## config.mk

```make
export PLATFORM = sky130hd
export DESIGN_NAME = reservation_stations
export DESIGN_NICKNAME = d
export VERILOG_FILES = /design/src/verilog/rs_pkg.sv /design/src/verilog/rs_dispatch.sv /design/src/verilog/rs_station.sv /design/src/verilog/reservation_stations.sv
export SDC_FILE = /design/constraint.sdc
export NUM_CORES = 1
export LEC_CHECK = 0
export BUFFER_PORTS_ARGS = -buffer_cell sky130_fd_sc_hd__buf_2
export CAP_MARGIN = 10
export CORE_UTILIZATION = 35
export CTS_CLUSTER_DIAMETER = 30
export DETAILED_ROUTE_END_ITERATION = 6
export SYNTH_ARGS = -nofsm -noshare
export SYNTH_HDL_FRONTEND = slang
export SYNTH_SLANG_ARGS = --single-unit
```

## constraint.sdc

```tcl
create_clock -name clk -period 2.99 [get_ports clk]
set_input_delay 0.299 -clock clk [delete_from_list [all_inputs] [get_ports clk]]
set_output_delay 0.299 -clock clk [all_outputs]
set_load 0.01 [all_outputs]
```

## src/verilog/rs_pkg.sv

```systemverilog
package rs_pkg;

    localparam int PHYS_TAG_W = 6;  // 64 physical registers
    localparam int ARCH_REG_W = 5;
    localparam int ROB_IDX_W  = 6;

    typedef logic [PHYS_TAG_W-1:0] phys_tag_t;
    typedef logic [ARCH_REG_W-1:0] arch_reg_t;
    typedef logic [ROB_IDX_W-1:0]  rob_idx_t;

    // dispatched micro-op, upper two bits pick the station
    typedef enum logic [3:0] {
        UOP_ADD    = 4'd0,
        UOP_SUB    = 4'd1,
        UOP_AND    = 4'd2,
        UOP_OR     = 4'd3,
        UOP_XOR    = 4'd4,
        UOP_SLL    = 4'd5,
        UOP_SRL    = 4'd6,
        UOP_SRA    = 4'd7,
        UOP_MUL    = 4'd8,   // multiply station from here
        UOP_MULH   = 4'd9,
        UOP_MULHSU = 4'd10,
        UOP_MULHU  = 4'd11,
        UOP_DIV    = 4'd12,  // divide station from here
        UOP_DIVU   = 4'd13,
        UOP_REM    = 4'd14,
        UOP_REMU   = 4'd15
    } uop_t;

    typedef enum logic [2:0] {
        ALU_ADD, ALU_SUB, ALU_AND, ALU_OR, ALU_XOR, ALU_SLL, ALU_SRL, ALU_SRA
    } alu_op_t;

    // one variant code for both the multiplier and the divider
    typedef enum logic [1:0] {
        MD_MUL_DIV    = 2'd0,
        MD_MULH_DIVU  = 2'd1,
        MD_MULHSU_REM = 2'd2,
        MD_MULHU_REMU = 2'd3
    } md_op_t;

    typedef struct packed {
        phys_tag_t pd;
        arch_reg_t rd;
        rob_idx_t  rob;
        alu_op_t   op;
    } alu_payload_t;  // 20 bits

    typedef struct packed {
        phys_tag_t pd;
        arch_reg_t rd;
        rob_idx_t  rob;
        md_op_t    op;
    } md_payload_t;  // 19 bits

    // true when any valid broadcast carries this tag
    function automatic logic cdb_hit(
        input phys_tag_t tag,
        input logic      alu_valid,
        input phys_tag_t alu_tag,
        input logic      mul_valid,
        input phys_tag_t mul_tag,
        input logic      div_valid,
        input phys_tag_t div_tag
    );
        return (alu_valid && (alu_tag == tag))
            || (mul_valid && (mul_tag == tag))
            || (div_valid && (div_tag == tag));
    endfunction

endpackage

```

## src/verilog/rs_dispatch.sv

```systemverilog
`timescale 1ns/1ps

module rs_dispatch
    import rs_pkg::*;
(
    input  logic         dispatch_valid,  // single-cycle strobe
    input  uop_t         uop,
    input  phys_tag_t    ps1,
    input  phys_tag_t    ps2,
    input  logic         ps1_ready,       // ready bits from rename
    input  logic         ps2_ready,
    input  phys_tag_t    pd,
    input  arch_reg_t    rd,
    input  rob_idx_t     rob,
    input  logic         cdb_alu_valid,
    input  phys_tag_t    cdb_alu_tag,
    input  logic         cdb_mul_valid,
    input  phys_tag_t    cdb_mul_tag,
    input  logic         cdb_div_valid,
    input  phys_tag_t    cdb_div_tag,
    input  logic         alu_full,
    input  logic         mul_full,
    input  logic         div_full,
    output logic         alu_insert,
    output logic         mul_insert,
    output logic         div_insert,
    output logic         src1_ready,
    output logic         src2_ready,
    output alu_payload_t alu_payload,
    output md_payload_t  md_payload   // shared by mul and div stations
);

    logic [3:0] uop_bits;
    logic       to_alu;
    logic       to_mul;
    logic       to_div;

    assign uop_bits = uop;

    // station routing from the top two bits
    always_comb
    begin
        to_alu = 1'b0;
        to_mul = 1'b0;
        to_div = 1'b0;
        case (uop_bits[3:2])
            2'b10:   to_mul = 1'b1;
            2'b11:   to_div = 1'b1;
            default: to_alu = 1'b1;  // codes 0..7
        endcase
    end

    // micro-op lost when its station is full
    assign alu_insert = dispatch_valid && to_alu && !alu_full;
    assign mul_insert = dispatch_valid && to_mul && !mul_full;
    assign div_insert = dispatch_valid && to_div && !div_full;

    // same-cycle bypass, a broadcast now would be missed by the stored entry
    assign src1_ready = ps1_ready || cdb_hit(ps1, cdb_alu_valid, cdb_alu_tag,
                                             cdb_mul_valid, cdb_mul_tag,
                                             cdb_div_valid, cdb_div_tag);
    assign src2_ready = ps2_ready || cdb_hit(ps2, cdb_alu_valid, cdb_alu_tag,
                                             cdb_mul_valid, cdb_mul_tag,
                                             cdb_div_valid, cdb_div_tag);

    // payloads built for every station, only the strobed one takes it
    always_comb
    begin
        alu_payload.pd  = pd;
        alu_payload.rd  = rd;
        alu_payload.rob = rob;
        alu_payload.op  = alu_op_t'(uop_bits[2:0]);  // lower three bits
        md_payload.pd   = pd;
        md_payload.rd   = rd;
        md_payload.rob  = rob;
        md_payload.op   = md_op_t'(uop_bits[1:0]);   // variant within mul or div
    end

endmodule

```

## src/verilog/rs_station.sv

```systemverilog
`timescale 1ns/1ps

module rs_station
    import rs_pkg::*;
#(
    parameter int  DEPTH     = 4,
    parameter type payload_t = alu_payload_t
)
(
    input  logic      clk,
    input  logic      rst,
    input  logic      insert,            // gated by full upstream
    input  phys_tag_t insert_ps1,
    input  phys_tag_t insert_ps2,
    input  logic      insert_ps1_ready,  // already bypassed
    input  logic      insert_ps2_ready,
    input  payload_t  insert_payload,
    input  logic      cdb_alu_valid,
    input  phys_tag_t cdb_alu_tag,
    input  logic      cdb_mul_valid,
    input  phys_tag_t cdb_mul_tag,
    input  logic      cdb_div_valid,
    input  phys_tag_t cdb_div_tag,
    input  logic      fu_busy,
    output logic      full,
    output logic      issue,
    output phys_tag_t issue_ps1,
    output phys_tag_t issue_ps2,
    output payload_t  issue_payload
);

    localparam int IDX_W = (DEPTH > 1) ? $clog2(DEPTH) : 1;

    // entry state
    logic [DEPTH-1:0] busy_q;  // entry holds a micro-op
    logic [DEPTH-1:0] rdy1_q;
    logic [DEPTH-1:0] rdy2_q;
    phys_tag_t        ps1_q [DEPTH];
    phys_tag_t        ps2_q [DEPTH];
    payload_t         payload_q [DEPTH];

    logic [DEPTH-1:0] entry_ready;  // busy with both sources ready
    logic [IDX_W-1:0] free_idx;
    logic [IDX_W-1:0] sel_idx;

    // full only from stored busy bits
    assign full = &busy_q;

    always_comb
    begin
        for (int i = 0; i < DEPTH; i++)
        begin
            entry_ready[i] = busy_q[i] && rdy1_q[i] && rdy2_q[i];
        end
    end

    // lowest free slot, scanned high to low so the last hit wins
    always_comb
    begin
        free_idx = '0;
        for (int i = DEPTH - 1; i >= 0; i--)
        begin
            if (!busy_q[i])
                free_idx = IDX_W'(i);
        end
    end

    // lowest ready entry, same scan
    always_comb
    begin
        sel_idx = '0;
        for (int i = DEPTH - 1; i >= 0; i--)
        begin
            if (entry_ready[i])
                sel_idx = IDX_W'(i);
        end
    end

    assign issue = !fu_busy && (|entry_ready);  // busy unit holds every entry

    // fields zero when nothing issues
    always_comb
    begin
        issue_ps1     = '0;
        issue_ps2     = '0;
        issue_payload = '0;
        if (issue)
        begin
            issue_ps1     = ps1_q[sel_idx];
            issue_ps2     = ps2_q[sel_idx];
            issue_payload = payload_q[sel_idx];
        end
    end

    // busy bits, issued slot freed at the end of the cycle
    always_ff @(posedge clk)
    begin
        if (rst)
        begin
            busy_q <= '0;
        end
        else
        begin
            if (issue)
                busy_q[sel_idx] <= 1'b0;
            if (insert)
                busy_q[free_idx] <= 1'b1;  // free at cycle start, never the issued slot
        end
    end

    // wakeup and insert, the written slot is not busy so no overlap
    always_ff @(posedge clk)
    begin
        for (int i = 0; i < DEPTH; i++)
        begin
            if (busy_q[i] && !rdy1_q[i]
                && cdb_hit(ps1_q[i], cdb_alu_valid, cdb_alu_tag,
                           cdb_mul_valid, cdb_mul_tag, cdb_div_valid, cdb_div_tag))
                rdy1_q[i] <= 1'b1;
            if (busy_q[i] && !rdy2_q[i]
                && cdb_hit(ps2_q[i], cdb_alu_valid, cdb_alu_tag,
                           cdb_mul_valid, cdb_mul_tag, cdb_div_valid, cdb_div_tag))
                rdy2_q[i] <= 1'b1;
        end
        if (insert)
        begin
            ps1_q[free_idx]     <= insert_ps1;
            ps2_q[free_idx]     <= insert_ps2;
            rdy1_q[free_idx]    <= insert_ps1_ready;
            rdy2_q[free_idx]    <= insert_ps2_ready;
            payload_q[free_idx] <= insert_payload;
        end
    end

endmodule

```

## src/verilog/reservation_stations.sv

```systemverilog
`timescale 1ns/1ps

module reservation_stations
    import rs_pkg::*;
#(
    parameter int ALU_DEPTH = 4,
    parameter int MUL_DEPTH = 2,
    parameter int DIV_DEPTH = 2
)
(
    input  logic      clk,
    input  logic      rst,
    input  logic      dispatch_valid,
    input  uop_t      uop,
    input  phys_tag_t ps1,
    input  phys_tag_t ps2,
    input  logic      ps1_ready,
    input  logic      ps2_ready,
    input  phys_tag_t pd,
    input  arch_reg_t rd,
    input  rob_idx_t  rob,
    input  logic      cdb_alu_valid,
    input  phys_tag_t cdb_alu_tag,
    input  logic      cdb_mul_valid,
    input  phys_tag_t cdb_mul_tag,
    input  logic      cdb_div_valid,
    input  phys_tag_t cdb_div_tag,
    input  logic      alu_fu_busy,
    input  logic      mul_fu_busy,
    input  logic      div_fu_busy,
    output logic      alu_full,
    output logic      mul_full,
    output logic      div_full,
    output logic      alu_issue,
    output phys_tag_t alu_ps1,
    output phys_tag_t alu_ps2,
    output phys_tag_t alu_pd,
    output arch_reg_t alu_rd,
    output rob_idx_t  alu_rob,
    output alu_op_t   alu_op,
    output logic      mul_issue,
    output phys_tag_t mul_ps1,
    output phys_tag_t mul_ps2,
    output phys_tag_t mul_pd,
    output arch_reg_t mul_rd,
    output rob_idx_t  mul_rob,
    output md_op_t    mul_op,
    output logic      div_issue,
    output phys_tag_t div_ps1,
    output phys_tag_t div_ps2,
    output phys_tag_t div_pd,
    output arch_reg_t div_rd,
    output rob_idx_t  div_rob,
    output md_op_t    div_op
);

    logic         alu_insert;
    logic         mul_insert;
    logic         div_insert;
    logic         src1_ready;  // after bypass
    logic         src2_ready;
    alu_payload_t alu_payload;
    md_payload_t  md_payload;
    alu_payload_t alu_issue_payload;
    md_payload_t  mul_issue_payload;
    md_payload_t  div_issue_payload;

    rs_dispatch i_rs_dispatch (
        .dispatch_valid (dispatch_valid),
        .uop            (uop),
        .ps1            (ps1),
        .ps2            (ps2),
        .ps1_ready      (ps1_ready),
        .ps2_ready      (ps2_ready),
        .pd             (pd),
        .rd             (rd),
        .rob            (rob),
        .cdb_alu_valid  (cdb_alu_valid),
        .cdb_alu_tag    (cdb_alu_tag),
        .cdb_mul_valid  (cdb_mul_valid),
        .cdb_mul_tag    (cdb_mul_tag),
        .cdb_div_valid  (cdb_div_valid),
        .cdb_div_tag    (cdb_div_tag),
        .alu_full       (alu_full),
        .mul_full       (mul_full),
        .div_full       (div_full),
        .alu_insert     (alu_insert),
        .mul_insert     (mul_insert),
        .div_insert     (div_insert),
        .src1_ready     (src1_ready),
        .src2_ready     (src2_ready),
        .alu_payload    (alu_payload),
        .md_payload     (md_payload)
    );

    rs_station #(.DEPTH(ALU_DEPTH), .payload_t(alu_payload_t)) i_alu_station (
        .clk(clk), .rst(rst),
        .insert(alu_insert), .insert_ps1(ps1), .insert_ps2(ps2),  // tags straight from dispatch
        .insert_ps1_ready(src1_ready), .insert_ps2_ready(src2_ready),
        .insert_payload(alu_payload),
        .cdb_alu_valid(cdb_alu_valid), .cdb_alu_tag(cdb_alu_tag),
        .cdb_mul_valid(cdb_mul_valid), .cdb_mul_tag(cdb_mul_tag),
        .cdb_div_valid(cdb_div_valid), .cdb_div_tag(cdb_div_tag),
        .fu_busy(alu_fu_busy), .full(alu_full), .issue(alu_issue),
        .issue_ps1(alu_ps1), .issue_ps2(alu_ps2), .issue_payload(alu_issue_payload)
    );

    rs_station #(.DEPTH(MUL_DEPTH), .payload_t(md_payload_t)) i_mul_station (
        .clk(clk), .rst(rst),
        .insert(mul_insert), .insert_ps1(ps1), .insert_ps2(ps2),
        .insert_ps1_ready(src1_ready), .insert_ps2_ready(src2_ready),
        .insert_payload(md_payload),
        .cdb_alu_valid(cdb_alu_valid), .cdb_alu_tag(cdb_alu_tag),
        .cdb_mul_valid(cdb_mul_valid), .cdb_mul_tag(cdb_mul_tag),
        .cdb_div_valid(cdb_div_valid), .cdb_div_tag(cdb_div_tag),
        .fu_busy(mul_fu_busy), .full(mul_full), .issue(mul_issue),
        .issue_ps1(mul_ps1), .issue_ps2(mul_ps2), .issue_payload(mul_issue_payload)
    );

    rs_station #(.DEPTH(DIV_DEPTH), .payload_t(md_payload_t)) i_div_station (
        .clk(clk), .rst(rst),
        .insert(div_insert), .insert_ps1(ps1), .insert_ps2(ps2),
        .insert_ps1_ready(src1_ready), .insert_ps2_ready(src2_ready),
        .insert_payload(md_payload),  // same payload as mul, different strobe
        .cdb_alu_valid(cdb_alu_valid), .cdb_alu_tag(cdb_alu_tag),
        .cdb_mul_valid(cdb_mul_valid), .cdb_mul_tag(cdb_mul_tag),
        .cdb_div_valid(cdb_div_valid), .cdb_div_tag(cdb_div_tag),
        .fu_busy(div_fu_busy), .full(div_full), .issue(div_issue),
        .issue_ps1(div_ps1), .issue_ps2(div_ps2), .issue_payload(div_issue_payload)
    );

    // unpack issue payloads
    assign alu_pd  = alu_issue_payload.pd;
    assign alu_rd  = alu_issue_payload.rd;
    assign alu_rob = alu_issue_payload.rob;
    assign alu_op  = alu_issue_payload.op;
    assign mul_pd  = mul_issue_payload.pd;
    assign mul_rd  = mul_issue_payload.rd;
    assign mul_rob = mul_issue_payload.rob;
    assign mul_op  = mul_issue_payload.op;
    assign div_pd  = div_issue_payload.pd;
    assign div_rd  = div_issue_payload.rd;
    assign div_rob = div_issue_payload.rob;
    assign div_op  = div_issue_payload.op;

endmodule

```

==> impl_metrics.yaml <==
status:
  outcome: "finished clean"
timing:
  final_min_period_over_clock_period_pct: 96.54
  timing.final.setup_violations: 0
  finClkSkew_ns: 0.02990
  timing.slew.headroom_pct: 47.51
  timing_worst_slew_pin_value_ns: 0.7874
  final-hold-violation-count: 0
  finalCriticalPeriod_ns: 2.886
  holdWs_ns: 0.01128
  max_freq_mhz: 346.4
  layout_setup_ws_ns: 0.1035
  drv_slew: 0
setup_path:
  criticalPathCategory: "reg -> out"
  worstPathArrival_ns: 2.59
  path_max_fanout: 30
  worst_path_required_ns: 2.69
  timing.critical_path.buf_inv: 2
  critPathMaxStageDelay_ns: 0.52
  critPathSlowestCell: "sky130_fd_sc_hd__dfxtp_1"
  crit-reg2reg-capture: "i_alu_station.rdy2_q[2]"
  r2r.worst_path.cells: 6
  rr_startpoint: "i_alu_station.busy_q[0]"
  reg2reg_setup_slack_ns: 1.04
  worstPathCellList: "nand3_1, and3_1, a21o_1, buf_4, o22ai_1, buf_2"
  critical_path.top_delay_family: "compound AO/OA/AOI/OAI gates"
  timing.critical_path.to_type: "output port"
  start_kind: "flop"
logic_synthesis:
  synth-async-reset-ratio_pct: 0
  synth.distinct_cells: 41
  netlist_area_um2: 14290
  flop_and_latch_count_out_of_synthesis: 276
  synth-seq-area-share_pct: 56.33
  yosysTopAreaCellShare_pct: 52.96
  synth.net_count: 1207
  count_of_flip_flops_with_a_built_in_enable_after_synthesis: 252
  yosys-top-cells-area: "sky130_fd_sc_hd__edfxtp_1 (53%), sky130_fd_sc_hd__xnor2_1 (10%), sky130_fd_sc_hd__xor2_1 (9.6%), sky130_fd_sc_hd__a22oi_1 (6.6%), sky130_fd_sc_hd__dfxtp_1 (3.4%)"
  avg_inst_size_synth_um2: 12.48
  primary_flip_flop_cell_chosen_by_synthesis_mapping: "sky130_fd_sc_hd__edfxtp_1"
  synth_largest_area_cell: "sky130_fd_sc_hd__edfxtp_1"
  synth_warnings: 0
  synth_cells: 1145
global_routing:
  antenna_found_initial: 0
  grt_max_degree: 39
  grt_pass1_wl_mm: 68.93
  globalRoute.totalOverflow: 0
  grt.total_usage_pct: 22.62
  grt_pass1_vias: 10480
floorplan:
  floorplan.die.width_um: 204.0
  design.die.area_um2: 41630
  die_h_um: 204.0
  floorplan.core_area_um2: 40010
  initial_core_util_pct: 35.71
  ios: 162
  std_cell_rows: 73
power_and_ir_drop:
  cellLeakagePower_nw: 6.026
  power.share.sequential_pct: 37.4
  power.combinational.fraction_pct: 7.2
  total_switching_power_w: 0.002817
  clock_power_share_pct: 55.4
  switching_fraction_of_total_power_pct: 24.08
  cellPowerDensity_nw_per_um2: 656.6
  internal_power_w: 0.008883
  peakVddDrop_mv: 0.6479
hold_path:
  timing.hold.worst.class: "in -> reg"
  worstHoldPathCells: 1
  timing.hold.worst.start: "rob[4]"
  hold_end: "i_alu_station.payload_q[2][7]"
clock_tree:
  tritoncts_clock_tree: "yes"
  clock-sinks: 276
  ctsHtreeMaxLevel: 2
  cts-buffers-inserted: 58
  clockBufferDepth: 3
  insertion_delay_to_the_later_sink_of_the_worst_skew_pair_ns: 0.60
  clk_pin_slew_ns: 0.06
  clock_tree.root_cell: "sky130_fd_sc_hd__clkbuf_16"
final_layout:
  num-fill-cells: 3715
  fin_util_pct: 44.54
  final_net_count: 1393
  mostFrequentLayoutCells: "sky130_fd_sc_hd__edfxtp_1 (252), sky130_fd_sc_hd__xnor2_1 (168), sky130_fd_sc_hd__buf_2 (161)"
  insertedDiodeCount: 0
  post_route_cells_drive_above_1_share_pct: 23.68
  flow.area_growth_from_synthesis_pct: 24.72
  layout_commonest_cell: "sky130_fd_sc_hd__edfxtp_1"
detailed_routing:
  detail_route.drc_violations: 0
  dr_total_vias: 10540
  route.final.wire_length_mm: 47.36
  first_pass_iters: 5
  ant_nets: 0
  post_drt_via_cell_ratio: 5.532
  drt_first_iter_violations: 1012
  final_routed_wire_length_divided_by_cell_count_um: 24.85
placement:
  dp_hpwl_mm: 31.06
  final_weighted_congestion_in_routability_driven_placement: 0.9043
  detailedPlace.worstSlack_ns: 0.6447
  port-buffer-count: 161
job:
  max-cap-violations: 0
## area by class of cell
class	instances	area [um2]	share of cell area (%)
flip-flops and latches	276	8049	45.17
multi-input cells	776	5766	32.35
clock buffers	63	1470	8.250
repair buffers	214	1315	7.380
well taps	525	656.9	3.686
clock inverters	47	544.3	3.054
inverters	5	18.77	0.1053
## per-layer routing
| metal | share of wire, % | vias up | global-route usage, % | wire length, um |
|---|---|---|---|---|
| met5 | 0 | - | 0 | 0 |
| met4 | 3.5 | 0 | 9.648 | 1675 |
| met3 | 8.6 | 114 | 4.911 | 4095 |
| li1 | - | 4699 | - | - |
| met1 | 41 | 5199 | 29.22 | 19450 |
| met2 | 47 | 532 | 36.52 | 22130 |
## power by group through the flow
stage | registers (W) | clock network (W) | logic (W)
CTS | 0.00437 | 0.00656 | 0.000839
detailed placement | 0.00444 | 0 | 0.000827
floorplan | 0.00443 | 0 | 0.000518
global route | 0.00438 | 0.00673 | 0.000895
finish | 0.00437 | 0.00648 | 0.000843
global placement | 0.00444 | 0 | 0.000816
## registers in the layout, summed over array words and instances (netlist names)
register,cells
i_alu_station.payload_q,80
i_div_station.payload_q,38
i_mul_station.payload_q,38
i_alu_station.ps1_q,24
i_alu_station.ps2_q,24
i_div_station.ps1_q,12
i_div_station.ps2_q,12
i_mul_station.ps1_q,12
i_mul_station.ps2_q,12
i_alu_station.busy_q,4
i_alu_station.rdy1_q,4
i_alu_station.rdy2_q,4
i_div_station.busy_q,2
i_div_station.rdy1_q,2
i_div_station.rdy2_q,2
i_mul_station.busy_q,2
i_mul_station.rdy1_q,2
i_mul_station.rdy2_q,2
## worst max path at each step
stage / cells after the start / to / startpoint / slack, ns
floorplan: 6 / i_alu_station.rdy1_q[3] / i_alu_station.busy_q[1] / 0.40
global placement: 5 / alu_op[0] / i_alu_station.busy_q[0] / 0.66
detailed placement: 6 / alu_rob[3] / i_alu_station.busy_q[0] / 0.64
CTS: 6 / alu_rob[2] / i_alu_station.busy_q[0] / 0.009
global route: 7 / alu_rob[3] / i_alu_station.busy_q[0] / -0.006
finish: 6 / alu_rob[2] / i_alu_station.busy_q[0] / 0.10
## worst register-to-register path: cells and delay by family (launching register included)
family	cells	cell delay (ns)
flip-flops	1	0.52
AO/OA/AOI/OAI	1	0.17
buffers and inverters	1	0.30
AND/OR/NAND/NOR	4	0.88
## cells in the mapped netlist, types with 3 or more instances
cell and number:
sky130_fd_sc_hd__a211oi_1 14, sky130_fd_sc_hd__a21oi_1 10, sky130_fd_sc_hd__a22oi_1 126, sky130_fd_sc_hd__and3_1 4, sky130_fd_sc_hd__buf_2 20, sky130_fd_sc_hd__buf_4 23
sky130_fd_sc_hd__buf_6 11, sky130_fd_sc_hd__clkbuf_1 32, sky130_fd_sc_hd__dfxtp_1 24, sky130_fd_sc_hd__edfxtp_1 252, sky130_fd_sc_hd__inv_1 5, sky130_fd_sc_hd__nand2_1 3
sky130_fd_sc_hd__nand2b_1 4, sky130_fd_sc_hd__nand3_1 14, sky130_fd_sc_hd__nand4_1 52, sky130_fd_sc_hd__nor2_1 90, sky130_fd_sc_hd__nor3_1 10, sky130_fd_sc_hd__nor3_2 3
sky130_fd_sc_hd__nor4_1 51, sky130_fd_sc_hd__nor4_2 3, sky130_fd_sc_hd__nor4b_1 10, sky130_fd_sc_hd__o22ai_1 34, sky130_fd_sc_hd__or3_1 3, sky130_fd_sc_hd__xnor2_1 168
sky130_fd_sc_hd__xor2_1 156
## through the flow
step,TNS [ns],instance area [um2],total power [W],std cells
final,0,17820,0.01170,1906
after global routing,-0.006410,17820,0.01200,1906
after CTS,0,17780,0.01177,1904
after detailed placement,0,15690,0.005270,1786
after global placement,0,15690,0.005257,1786
after floorplan,0,14300,0.004943,1145
## what timing repair did
item / CTS / global route
endpoints found under the setup margin: 0 / 16
gates resized for setup: 0 / 3
hold endpoints to repair: 63 / 0
buffers inserted: 0 / 2
hold buffers: 8 / 0
## kinds of logic (layout without fill, tap and decap cells)
logic type,after synthesis,count (layout),share of synthesized area (%)
xor gates and xnor gates,324,324,19.86
buffers and inverters,93,329,3.809
AOI/OAI and AO/OA,191,191,9.554
DFF,276,276,56.33
and+or+nand+nor,261,261,10.45
No activity file was read; power rests on OpenSTA's default activity.
